==> src/hdl/dmni_pkg.sv <==
package dmni_pkg;

    // ----------------------------------------------------------
    // Address and size registers
    // ----------------------------------------------------------

    // Byte addresses and buffer sizes share this width.
    localparam int ADDR_W = 32;

    // Consecutive memory words are this many bytes apart.
    localparam logic [ADDR_W-1:0] WORD_BYTES = 32'd4;

    // ----------------------------------------------------------
    // Operation select
    // ----------------------------------------------------------

    localparam int OP_W = 1;

    localparam logic [OP_W-1:0] OP_SEND    = 1'b0;
    localparam logic [OP_W-1:0] OP_RECEIVE = 1'b1;

    // ----------------------------------------------------------
    // Memory port
    // ----------------------------------------------------------

    // Every write stores a whole word.
    localparam logic [3:0] WE_ALL = 4'b1111;

endpackage

==> src/hdl/dmni_arbiter.sv <==
`timescale 1ns/100ps

module dmni_arbiter #(
    parameter int SLICE_W = 4
) (
    input  logic clk_i,
    input  logic rst_ni,
    input  logic send_req_i,
    input  logic receive_req_i,
    output logic grant_send_o,
    output logic grant_receive_o
);

    // Low grants the send side, high grants the receive side.
    logic               sel_q;
    logic [SLICE_W-1:0] slice_q;
    logic               holder_req;
    logic               other_req;
    logic               any_req;
    logic               rotate;
    logic               next_sel;

    assign holder_req = sel_q ? receive_req_i : send_req_i;
    assign other_req  = sel_q ? send_req_i : receive_req_i;
    assign any_req    = send_req_i || receive_req_i;

    // Round robin between two sources hands the port over whenever the other side waits.
    assign next_sel = other_req ? !sel_q : sel_q;

    assign rotate = any_req && (slice_q == '0 || !holder_req);

    always_ff @(posedge clk_i or negedge rst_ni) begin
        if (!rst_ni) begin
            sel_q   <= 1'b0;
            slice_q <= '0;
        end else begin
            if (rotate) begin
                sel_q   <= next_sel;
                slice_q <= '1;
            end else if (slice_q != '0) begin
                slice_q <= slice_q - 1'b1;
            end
        end
    end

    assign grant_send_o    = !sel_q;
    assign grant_receive_o = sel_q;

endmodule

==> src/hdl/dmni_receive.sv <==
`timescale 1ns/100ps

module dmni_receive #(
    parameter int FLIT_W = 32
) (
    input  logic                        clk_i,
    input  logic                        rst_ni,
    input  logic                        noc_rx_i,
    input  logic [FLIT_W-1:0]           noc_data_i,
    output logic                        noc_credit_o,
    input  logic                        start_i,
    input  logic [dmni_pkg::OP_W-1:0]   operation_i,
    input  logic [dmni_pkg::ADDR_W-1:0] address_i,
    input  logic [dmni_pkg::ADDR_W-1:0] size_i,
    input  logic                        grant_i,
    output logic                        active_o,
    output logic                        available_o,
    output logic [FLIT_W-1:0]           flits_available_o,
    output logic                        wr_en_o,
    output logic [dmni_pkg::ADDR_W-1:0] wr_addr_o
);

    localparam logic [3:0] ST_HEADER = 4'b0001;
    localparam logic [3:0] ST_SIZE   = 4'b0010;
    localparam logic [3:0] ST_WAIT   = 4'b0100;
    localparam logic [3:0] ST_DATA   = 4'b1000;

    localparam logic [dmni_pkg::ADDR_W-1:0] SIZE_ONE = 1;
    localparam logic [FLIT_W-1:0]           FLIT_ONE = 1;

    logic [3:0]                  state_q;
    logic [3:0]                  state_d;
    logic [FLIT_W-1:0]           flit_cnt_q;
    logic [dmni_pkg::ADDR_W-1:0] addr_q;
    logic [dmni_pkg::ADDR_W-1:0] size_q;
    logic                        accept;

    // A payload flit moves only while the memory port belongs to this side.
    assign accept = noc_rx_i && grant_i && (state_q == ST_DATA);

    always_comb begin
        state_d = state_q;
        case (state_q)
            ST_HEADER: begin
                if (noc_rx_i) state_d = ST_SIZE;
            end
            ST_SIZE: begin
                if (noc_rx_i) state_d = ST_WAIT;
            end
            ST_WAIT: begin
                if (start_i && operation_i == dmni_pkg::OP_RECEIVE) state_d = ST_DATA;
            end
            ST_DATA: begin
                // The end of the message takes priority over a full buffer.
                if (accept && flit_cnt_q == FLIT_ONE) begin
                    state_d = ST_HEADER;
                end else if (accept && size_q == SIZE_ONE) begin
                    state_d = ST_WAIT;
                end
            end
            default: state_d = ST_HEADER;
        endcase
    end

    always_ff @(posedge clk_i or negedge rst_ni) begin
        if (!rst_ni) begin
            state_q    <= ST_HEADER;
            flit_cnt_q <= '0;
            addr_q     <= '0;
            size_q     <= '0;
        end else begin
            state_q <= state_d;
            if (state_q == ST_SIZE && noc_rx_i) begin
                flit_cnt_q <= noc_data_i;
            end else if (accept) begin
                flit_cnt_q <= flit_cnt_q - FLIT_ONE;
            end
            if (state_q == ST_WAIT) begin
                addr_q <= address_i;
                size_q <= size_i;
            end else if (accept) begin
                addr_q <= addr_q + dmni_pkg::WORD_BYTES;
                size_q <= size_q - SIZE_ONE;
            end
        end
    end

    // Credit drops in the wait state so the NoC holds the payload back.
    assign noc_credit_o = (state_q == ST_DATA) ? (noc_rx_i && grant_i)
                                               : (state_q != ST_WAIT);

    assign wr_en_o   = accept;
    assign wr_addr_o = addr_q;

    assign active_o          = (state_q == ST_DATA);
    assign available_o       = (state_q == ST_WAIT);
    assign flits_available_o = flit_cnt_q;

endmodule

==> src/hdl/dmni_send.sv <==
`timescale 1ns/100ps

module dmni_send (
    input  logic                        clk_i,
    input  logic                        rst_ni,
    input  logic                        noc_ack_i,
    output logic                        noc_tx_o,
    input  logic                        start_i,
    input  logic [dmni_pkg::OP_W-1:0]   operation_i,
    input  logic [dmni_pkg::ADDR_W-1:0] address_i,
    input  logic [dmni_pkg::ADDR_W-1:0] address_2_i,
    input  logic [dmni_pkg::ADDR_W-1:0] size_i,
    input  logic [dmni_pkg::ADDR_W-1:0] size_2_i,
    input  logic                        grant_i,
    output logic                        active_o,
    output logic [dmni_pkg::ADDR_W-1:0] rd_addr_o
);

    localparam logic [1:0] ST_IDLE = 2'b01;
    localparam logic [1:0] ST_DATA = 2'b10;

    localparam logic [dmni_pkg::ADDR_W-1:0] SIZE_ONE = 1;

    logic [1:0]                  state_q;
    logic [1:0]                  state_d;
    logic [dmni_pkg::ADDR_W-1:0] addr_q;
    logic [dmni_pkg::ADDR_W-1:0] addr_2_q;
    logic [dmni_pkg::ADDR_W-1:0] size_q;
    logic [dmni_pkg::ADDR_W-1:0] size_2_q;
    logic                        fetch;
    logic                        in_first;
    logic                        last_word;

    assign fetch    = noc_ack_i && grant_i && (state_q == ST_DATA);
    assign in_first = (size_q != '0);

    // The word fetched now is the final one of region 1 plus region 2.
    assign last_word = (size_q == SIZE_ONE && size_2_q == '0)
                    || (size_q == '0 && size_2_q == SIZE_ONE);

    always_comb begin
        state_d = state_q;
        case (state_q)
            ST_IDLE: begin
                if (start_i && operation_i == dmni_pkg::OP_SEND) state_d = ST_DATA;
            end
            ST_DATA: begin
                if (fetch && last_word) state_d = ST_IDLE;
            end
            default: state_d = ST_IDLE;
        endcase
    end

    // ----------------------------------------------------------
    // Region pointers
    // ----------------------------------------------------------

    always_ff @(posedge clk_i or negedge rst_ni) begin
        if (!rst_ni) begin
            state_q  <= ST_IDLE;
            addr_q   <= '0;
            addr_2_q <= '0;
            size_q   <= '0;
            size_2_q <= '0;
        end else begin
            state_q <= state_d;
            if (state_q == ST_IDLE) begin
                addr_q   <= address_i;
                addr_2_q <= address_2_i;
                size_q   <= size_i;
                size_2_q <= size_2_i;
            end else if (fetch && in_first) begin
                addr_q <= addr_q + dmni_pkg::WORD_BYTES;
                size_q <= size_q - SIZE_ONE;
            end else if (fetch) begin
                addr_2_q <= addr_2_q + dmni_pkg::WORD_BYTES;
                size_2_q <= size_2_q - SIZE_ONE;
            end
        end
    end

    // Read data returns one cycle after the address, so tx follows a cycle late.
    always_ff @(posedge clk_i or negedge rst_ni) begin
        if (!rst_ni) begin
            noc_tx_o <= 1'b0;
        end else begin
            noc_tx_o <= fetch;
        end
    end

    assign rd_addr_o = in_first ? addr_q : addr_2_q;
    assign active_o  = (state_q == ST_DATA);

endmodule

==> src/hdl/dmni_top.sv <==
`timescale 1ns/100ps

module dmni_top #(
    parameter int FLIT_W  = 32,
    parameter int SLICE_W = 4
) (
    input  logic                        clk_i,
    input  logic                        rst_ni,

    // Hermes input port
    input  logic                        noc_rx_i,
    output logic                        noc_credit_o,
    input  logic [FLIT_W-1:0]           noc_data_i,

    // Hermes output port
    output logic                        noc_tx_o,
    input  logic                        noc_ack_i,
    output logic [FLIT_W-1:0]           noc_data_o,

    // Memory port
    output logic [3:0]                  mem_we_o,
    output logic [dmni_pkg::ADDR_W-1:0] mem_addr_o,
    output logic [FLIT_W-1:0]           mem_data_o,
    input  logic [FLIT_W-1:0]           mem_data_i,

    // Configuration and status
    input  logic                        start_i,
    input  logic [dmni_pkg::OP_W-1:0]   operation_i,
    input  logic [dmni_pkg::ADDR_W-1:0] size_i,
    input  logic [dmni_pkg::ADDR_W-1:0] size_2_i,
    input  logic [dmni_pkg::ADDR_W-1:0] address_i,
    input  logic [dmni_pkg::ADDR_W-1:0] address_2_i,
    output logic                        send_active_o,
    output logic                        receive_active_o,
    output logic                        receive_available_o,
    output logic [FLIT_W-1:0]           receive_flits_available_o
);

    logic                        grant_send;
    logic                        grant_receive;
    logic                        wr_en;
    logic [dmni_pkg::ADDR_W-1:0] wr_addr;
    logic [dmni_pkg::ADDR_W-1:0] rd_addr;

    dmni_receive #(
        .FLIT_W(FLIT_W)
    ) receive_i (
        .clk_i             (clk_i),
        .rst_ni            (rst_ni),
        .noc_rx_i          (noc_rx_i),
        .noc_data_i        (noc_data_i),
        .noc_credit_o      (noc_credit_o),
        .start_i           (start_i),
        .operation_i       (operation_i),
        .address_i         (address_i),
        .size_i            (size_i),
        .grant_i           (grant_receive),
        .active_o          (receive_active_o),
        .available_o       (receive_available_o),
        .flits_available_o (receive_flits_available_o),
        .wr_en_o           (wr_en),
        .wr_addr_o         (wr_addr)
    );

    dmni_send send_i (
        .clk_i       (clk_i),
        .rst_ni      (rst_ni),
        .noc_ack_i   (noc_ack_i),
        .noc_tx_o    (noc_tx_o),
        .start_i     (start_i),
        .operation_i (operation_i),
        .address_i   (address_i),
        .address_2_i (address_2_i),
        .size_i      (size_i),
        .size_2_i    (size_2_i),
        .grant_i     (grant_send),
        .active_o    (send_active_o),
        .rd_addr_o   (rd_addr)
    );

    dmni_arbiter #(
        .SLICE_W(SLICE_W)
    ) arbiter_i (
        .clk_i           (clk_i),
        .rst_ni          (rst_ni),
        .send_req_i      (send_active_o),
        .receive_req_i   (receive_active_o),
        .grant_send_o    (grant_send),
        .grant_receive_o (grant_receive)
    );

    // ----------------------------------------------------------
    // Shared memory port
    // ----------------------------------------------------------

    assign mem_addr_o = grant_receive ? wr_addr : rd_addr;
    assign mem_data_o = noc_data_i;
    assign mem_we_o   = wr_en ? dmni_pkg::WE_ALL : '0;

    // Outgoing flits are the read data of the previous cycle.
    assign noc_data_o = mem_data_i;

endmodule

==> config.mk <==
export PLATFORM = sky130hd
export DESIGN_NAME = dmni_top
export DESIGN_NICKNAME = d
export VERILOG_FILES = /design/src/hdl/dmni_pkg.sv /design/src/hdl/dmni_arbiter.sv /design/src/hdl/dmni_receive.sv /design/src/hdl/dmni_send.sv /design/src/hdl/dmni_top.sv
export SDC_FILE = /design/constraint.sdc
export NUM_CORES = 1
export LEC_CHECK = 0
export BUFFER_PORTS_ARGS = -buffer_cell sky130_fd_sc_hd__buf_2
export CAP_MARGIN = 20
export CORE_MARGIN = 4
export CORE_UTILIZATION = 50
export CTS_CLUSTER_SIZE = 30
export DETAILED_ROUTE_END_ITERATION = 7
export GPL_ROUTABILITY_DRIVEN = 0
export PLACE_DENSITY = 0.76
export SLEW_MARGIN = 20
export SYNTH_ARGS = -nofsm -noshare
export SYNTH_HDL_FRONTEND = slang
export SYNTH_SLANG_ARGS = --single-unit
export TNS_END_PERCENT = 5
==> constraint.sdc <==
create_clock -name clk_i -period 3.7 [get_ports clk_i]
set_clock_uncertainty 0.1 [all_clocks]
set_input_delay 0.555 -clock clk_i [delete_from_list [all_inputs] [get_ports clk_i]]
set_output_delay 0.555 -clock clk_i [all_outputs]
set_load 0.02 [all_outputs]
==> PnR_summary.wiki, run 1 <==
{| class="wikitable"
! Metric !! Value
|-
| Status || complete, but fails checks
|-
| Violations in the final reports || DRC
|-
| Synth top area cells || dfrtp_1 (39%), nand2_1 (5.7%), nor2_1 (3.8%), a31oi_1 (3.7%), or4_1 (3.6%)
|-
| Vias per inst || 6.63
|-
| Die area || 0.0331 mm²
|-
| Post-Synthesis Cell Area || 0.0151 mm²
|-
| Post-synth cell types || 75
|-
| Core region area || 0.0297 mm²
|-
| Yosys synthesis warning count || 0
|-
| Post-synthesis sequential element count || 236
|-
| Count of pins on the block boundary || 335
|-
| Power per Cell Area || 498 mW/mm²
|-
| Final period utilization || 0.977
|-
| Setup Crit Path Kind || register to output port
|-
| Max-cap violations || 0
|-
| Total of buffers placed on input and output ports || 270
|-
| Final cell utilization of the core || 0.588
|-
| Gr ovfl total || 0
|-
| Clock Sinks || 236
|-
| Maximum single-stage delay on the critical path || 0.50 ns
|-
| Unrepaired setup endpoints after global routing || no
|-
| Slew at the pin closest to its max-slew limit || 1.06 ns
|-
| Critical path required time || 3.04 ns
|-
| Worst hold slack across all endpoints || 0.114 ns
|-
| Post-synth EDFFs || 0
|-
| Total GRT Usage || 0.300
|-
| DR iter-0 viols || 1573
|-
| Net count after synthesis || 2009
|-
| Die boundary width || 182 µm
|-
| Final ANT Viol Nets || 0
|-
| Std-Cell Rows || 63
|-
| Avg Synthesized Cell Area || 8.42 µm²
|-
| Top-area cell type share of the netlist area || 0.387
|-
| HP Class || input port to register
|-
| Share of final-layout standard cells stronger than drive strength 1 || 0.205
|-
| CP max-delay cell || or4b_4
|-
| Share of flip-flops with an asynchronous set or reset after synthesis || 1.00
|-
| Clock latency on the worst-skew pair || 0.56 ns
|-
| Starting utilization of the core area || 0.509
|-
| Clock transition time at the flip-flop clock pins of the worst setup and hold paths || 0.06 ns
|-
| Layout overhead on the synthesized area || 15.5%
|-
| Final min period || 3.61 ns
|-
| Final instance area || 0.0175 mm²
|-
| Drt total wl || 51.9 mm
|-
| Most instantiated cells after synthesis || dfrtp_1 (234), nand2_1 (230), nor2_1 (154)
|-
| Clock buffer count from CTS || 28
|-
| Startpoint class of the critical path || register
|-
| Top flip-flop cell by instance count after synthesis || dfrtp_1
|-
| Most frequent cell after synthesis || dfrtp_1
|-
| Antenna diode count || 0
|-
| Synthesized instance count || 1798
|-
| Final HPWL DP || 37.9 mm
|-
| Routed length per placed instance || 21.9 µm
|-
| # DRC || 1
|-
| Via count of the first global-routing pass || 14.7k
|-
| Static leakage || 7.12 nW
|-
| Pins Over Slew Limit || 0
|-
| Number of buffers between clock root and the deepest sink || 3
|-
| Post-Place Cell Area || 0.0164 mm²
|-
| Sequential share of the synthesized area || 0.390
|-
| H-Tree Level Count || 1
|-
| Global-route wire length before repair || 81.3 mm
|-
| CTS root buffer || clkbuf_16
|-
| Worst-path maximum fanout || 35
|-
| Pin count of the biggest net entering global routing || 99
|-
| TritonCTS clock tree || built
|-
| Crit path capture type || output port
|-
| DRT Pass-1 Iters || 7
|-
| Initial antenna violation count || 5
|-
| Total number of vias || 15.7k
|-
| Final Hold Fails || 0
|-
| Maximum clock rate || 277 MHz
|-
| VDD IR-drop max || 0.353 mV
|-
| Fin nets || 2165
|-
| Setup Viol. Count Final || 0
|-
| Data arrival time of the critical path || 2.96 ns
|-
| Library cell with the largest summed area after synthesis || dfrtp_1
|-
| Critical path, cell by cell || inv_1 > ha_4 > or4b_4 > nor4_4 > nand3_2 > buf_12 > mux2i_1 > o21ai_0 > buf_2
|-
| Y dimension of the die || 182 µm
|-
| Max-slew headroom at the worst pin || 0.292
|-
| Final sum of negative setup slack || 0 ns
|}
[final timing paths]
| path | end | cells after the start | start | slack (ns) |
|---|---|---|---|---|
| min | receive_i.flits_available_o[9]$_DFFE_PN0P_ | 3 | noc_data_i[9] | 0.11 |
| max in group asynchronous | receive_i.flits_available_o[11]$_DFFE_PN0P_ | 3 | rst_ni | 2.07 |
| min in group asynchronous | receive_i.size_q[10]$_DFFE_PN0P_ | 2 | rst_ni | 0.48 |
| max | mem_addr_o[7] | 9 | send_i.size_q[1]$_DFFE_PN0P_ | 0.09 |
| max reg2reg | send_i.addr_q[21]$_DFFE_PN0P_ | 6 | arbiter_i.grant_receive_o$_DFFE_PN0P_ | 0.55 |
| min reg2reg | send_i.addr_q[0]$_DFFE_PN0P_ | 2 | send_i.addr_q[0]$_DFFE_PN0P_ | 0.37 |
[what timing repair did]
action / in CTS / in global routing
gates resized for setup: 5 / 16
pin swaps: 2 / 0
hold buffers: 1 / 0
endpoints found under the hold margin: 86 / 0
cloned: 0 / 0
setup buffers: 1 / 0
endpoints found under the setup margin: 32 / 31
[sequential cells by signal, summed over array words and instances (netlist names), 32 cells and up]
signal                       count
receive_i.flits_available_o     32
receive_i.size_q                32
receive_i.wr_addr_o             32
send_i.addr_2_q                 32
send_i.addr_q                   32
send_i.size_2_q                 32
send_i.size_q                   32
[routing by layer]
layer	GRT usage	wire, µm	up-vias
met5	0	70	-
met4	0.123	2510	10
met3	0.0761	5700	204
met2	0.466	23100	978
met1	0.401	20400	7446
li1	-	-	7053
[power breakdown]
| part | total, mW | internal [mW] | switching [mW] |
|---|---|---|---|
| sequential | 3.71 | 3.04 | 0.667 |
| clock | 3.02 | 1.86 | 1.17 |
| combinational | 1.96 | 0.778 | 1.18 |
[placed cells by master (no fill, tap or decap), types with 46 or more instances in the layout]
master	count
nand2_1	230
nand4_1	47
nand3_1	77
or4_1	73
buf_2	266
o21ai_0	97
or3_1	55
nor2_1	154
a31oi_1	89
dfrtp_1	232
o211ai_1	46
o31ai_1	53
[cell type report]
class | instances | area [µm²]
Clock inverter | 17 | 233
Multi-Input combinational cell | 1341 | 8200
Inverter | 33 | 124
Tap cell | 390 | 488
Fill cell | 2676 | 12200
Sequential cell | 236 | 5910
Clock buffer | 35 | 787
Timing Repair Buffer | 314 | 1740
[through the flow]
step	total power, mW	worst slack, ns	std cells
2_1_floorplan	4.86	0.198	1798
6_report	8.70	0.0861	2366
3_3_place_gp	5.55	0.375	2312
3_5_place_dp	5.63	0.312	2312
4_1_cts	8.66	0.0236	2366
5_1_grt	9.11	0.0239	2366
[critical path: cells and delay by family (launching register included)]
family	cells	cell delay, ns
adders and majority gates	1	0.16
buffers and inverters	3	0.56
DFF	1	0.44
muxes	1	0.14
and+or+nand+nor	3	0.89
AOI/OAI and AO/OA	1	0.21
[cell families after synthesis]
| group | count (synthesis) | share of synthesized area |
|---|---|---|
| AOI/OAI and AO/OA | 437 | 0.196 |
| xor gates and xnor gates | 33 | 0.0191 |
| adders and majority gates | 13 | 0.0107 |
| buffers and inverters | 221 | 0.0725 |
| DFF | 236 | 0.390 |
| muxes | 46 | 0.0306 |
| and+or+nand+nor | 812 | 0.281 |
Power figures use the tool's default switching activity.
==> inputs of run 2 (changes only) <==
--- a/config.mk
+++ b/config.mk
@@ -13,6 +13,7 @@
 export DETAILED_ROUTE_END_ITERATION = 7
 export GPL_ROUTABILITY_DRIVEN = 0
 export PLACE_DENSITY = 0.76
+export SETUP_SLACK_MARGIN = 0.5
 export SLEW_MARGIN = 20
 export SYNTH_ARGS = -nofsm -noshare
 export SYNTH_HDL_FRONTEND = slang
==> run 2 against run 1 <==
  * The run now ends clean
  * Sequential share of layout area fell by 0.70 points
  * Worst setup slack improved by 0.030 ns
  * Global-route usage up 0.32 points
  * Count of clock-buffer cells in the layout down 1
  * Hold slack better by 0.0042 ns
  * Critical path type unchanged
  * Highest routed layer unchanged
  * Die area stayed put
  * Final cell count increased by 0.89%
  * Routed wire length increased by 1.4%
  * Flip-flop and latch count stayed put
==> PnR_summary.wiki, run 2 (same netlist as run 1, synthesis figures left out) <==
{| class="wikitable"
! Metric !! Value
|-
| HP Class || input port to register
|-
| Startpoint class of the critical path || register
|-
| Max-cap violations || 0 (unchanged)
|-
| Clock buffer count from CTS || 28 (unchanged)
|-
| Number of buffers between clock root and the deepest sink || 3 (unchanged)
|-
| Clock latency on the worst-skew pair || 0.55 ns (about the same)
|-
| Layout overhead on the synthesized area || 17.9%
|-
| Initial antenna violation count || 5 (unchanged)
|-
| CP bufs+invs || 2 (-1)
|-
| Dpl ws || 0.327 ns (+0.0148 ns)
|-
| Final period utilization || 0.969 (-0.00822)
|-
| Maximum clock rate || 279 MHz (+0.85%)
|-
| Die boundary width || 182 µm (unchanged)
|-
| Drt total wl || 52.6 mm (+1.4%)
|-
| Data arrival time of the critical path || 2.93 ns (-0.03 ns)
|-
| Combined flip-flop and latch cell area || 0.00591 mm² (unchanged)
|-
| Routed length per placed instance || 22.0 µm (+0.53%)
|-
| # DRC || 0 (-1)
|-
| Most common library cell in the layout ignoring fill and taps || buf_2
|-
| Via count of the first global-routing pass || 14.8k (+0.73%)
|-
| Total number of vias || 15.9k (+1.2%)
|-
| CP Depth || 7 (-2)
|-
| Power per Cell Area || 503 mW/mm² (+1.1%)
|-
| Power Total || 8.98 mW (+3.3%)
|-
| Final instance area || 0.0179 mm² (+2.1%)
|-
| Count of pins on the block boundary || 335 (unchanged)
|-
| Pin count of the biggest net entering global routing || 98 (-1.0%)
|-
| Worst Min Path Start || address_i[0]
|-
| Final ANT Viol Nets || 0 (unchanged)
|-
| Y dimension of the die || 182 µm (unchanged)
|-
| Slew at the pin closest to its max-slew limit || 0.982 ns (-0.0793 ns)
|-
| Critical path required time || 3.04 ns (about the same)
|-
| Static leakage || 7.29 nW (+2.4%)
|-
| Capture endpoint of the worst hold path || receive_i.wr_addr_o[0]$_DFFE_PN0P_
|-
| Post-Place Cell Area || 0.0165 mm² (+0.33%)
|-
| R2R depth || 6 (unchanged)
|-
| Core region area || 0.0297 mm² (unchanged)
|-
| Final sum of negative setup slack || 0 ns (unchanged)
|-
| Worst-path maximum fanout || 6 (-83%)
|-
| DRT Pass-1 Iters || 6 (-1)
|-
| Status || finished, final reports clean
|-
| Setup Viol. Count Final || 0 (unchanged)
|-
| Fin nets || 2185 (+0.92%)
|-
| Die area || 0.0331 mm² (unchanged)
|-
| Worst hold path cell count || 3 (unchanged)
|-
| Final min period || 3.58 ns (-0.0304 ns)
|-
| Launching point of the worst reg2reg path || arbiter_i.grant_receive_o$_DFFE_PN0P_
|-
| Clock transition time at the flip-flop clock pins of the worst setup and hold paths || 0.06 ns (about the same)
|-
| CTS root buffer || clkbuf_16
|-
| VDD IR-drop max || 0.331 mV (-6.3%)
|-
| Final HPWL DP || 37.5 mm (-1.1%)
|-
| Setup slack on the worst flop-to-flop path || 0.56 ns (about the same)
|-
| Starting utilization of the core area || 0.509 (unchanged)
|-
| Crit path capture type || output port
|-
| Highest-count cells in the layout ignoring fill and taps || buf_2 (255), dfrtp_1 (232), nand2_1 (230), nor2_1 (154), a31oi_1 (89)
|-
| Setup Crit Path Kind || register to output port
|-
| Total of buffers placed on input and output ports || 270 (unchanged)
|-
| Max-slew headroom at the worst pin || 0.345 (+0.0529)
|-
| Area of combinational cells with multiple inputs || 0.00822 mm² (+0.21%)
|-
| Endpoint of the lowest-slack register-to-register path || send_i.addr_q[25]$_DFFE_PN0P_
|-
| Slack of the critical path || 0.116 ns (+0.0304 ns)
|-
| Number of filler cells placed in the layout || 2589 (-3.3%)
|-
| TritonCTS clock tree || built
|-
| Total GRT Usage || 0.303 (+0.00317)
|-
| Pins Over Slew Limit || 0 (unchanged)
|-
| CP max-delay cell || or4_4
|-
| Worst hold slack across all endpoints || 0.118 ns (+0.00419 ns)
|-
| Maximum single-stage delay on the critical path || 0.58 ns (+0.08 ns)
|-
| Gr ovfl total || 0 (unchanged)
|-
| Crit path max-delay family || simple AND/OR/NAND/NOR gates
|-
| Std-Cell Rows || 63 (unchanged)
|-
| Critical path, cell by cell || or4_4 > nor4_4 > buf_4 > and3_4 > mux2i_1 > o21ai_2 > buf_2
|-
| Share of final-layout standard cells stronger than drive strength 1 || 0.216 (+0.0110)
|-
| H-Tree Level Count || 1 (unchanged)
|-
| DR iter-0 viols || 1849 (+18%)
|-
| Clock Sinks || 236 (unchanged)
|-
| Vias per inst || 6.65 (+0.27%)
|-
| Final Hold Fails || 0 (unchanged)
|-
| Unrepaired setup endpoints after global routing || yes
|-
| Global-route wire length before repair || 82.2 mm (+1.2%)
|}
[run 2: area by class of cell]
type / instances / share of cell area
diodes: 1 / 0.000140
clock buffers: 34 / 0.0445
clock inverters: 18 / 0.0172
inverters: 33 / 0.00694
multi-input cells: 1341 / 0.460
flip-flops and latches: 236 / 0.331
well taps: 390 / 0.0273
repair buffers: 334 / 0.112
[run 2: how the worst max path moves through the flow]
stage | from | endpoint | slack, ns
3_5_place_dp | send_i.size_q[1]$_DFFE_PN0P_ | mem_addr_o[31] | 0.33
3_3_place_gp | send_i.size_q[0]$_DFFE_PN0P_ | mem_addr_o[31] | 0.43
5_1_grt | send_i.size_q[12]$_DFFE_PN0P_ | mem_addr_o[31] | 0.06
6_report | send_i.size_q[12]$_DFFE_PN0P_ | mem_addr_o[31] | 0.12
2_1_floorplan | send_i.size_q[0]$_DFFE_PN0P_ | mem_addr_o[29] | 0.38
4_1_cts | send_i.size_q[12]$_DFFE_PN0P_ | mem_addr_o[8] | 0.19
[run 2: power breakdown]
| group | internal, mW | switching, mW | leakage (nW) | total (mW) |
|---|---|---|---|---|
| Clock | 2.09 | 1.18 | 0.532 | 3.27 |
| Combinational | 0.800 | 1.21 | 3.95 | 2.01 |
| Sequential | 3.04 | 0.661 | 2.81 | 3.70 |
| Total | 5.93 | 3.05 | 7.29 | 8.98 |
[run 2: per-layer routing]
layer / vias to the layer above / routed length [µm] / GRT usage
li1: 7095 / - / -
met5: - / 70 / 0
met4: 10 / 2530 / 0.131
met2: 1056 / 23400 / 0.468
met1: 7507 / 20300 / 0.406
met3: 205 / 6200 / 0.0743
[run 2: stage by stage]
stage	instances	utilization
after detailed placement	2316	0.554
after global routing	2386	0.601
after CTS	2385	0.600
after floorplan	1798	-
after global placement	2316	0.554
final	2387	0.601
[run 2: worst reg2reg max path, stage by stage, from the launching register on]
cell and delay [ns]:
dfrtp_2 0.51, nand4bb_1 0.50, inv_1 0.19, buf_4 0.29, nand3_1 0.58, or4_1 0.68
a31oi_1 0.20
[run 2: timing repair]
action	4_1_cts	5_1_grt
resized for setup	30	0
pin swaps	6	2
buffers inserted	13	1
hold endpoints to repair	43	0
hold buffers	1	0
cloned	3	0
setup endpoints to repair	37	55
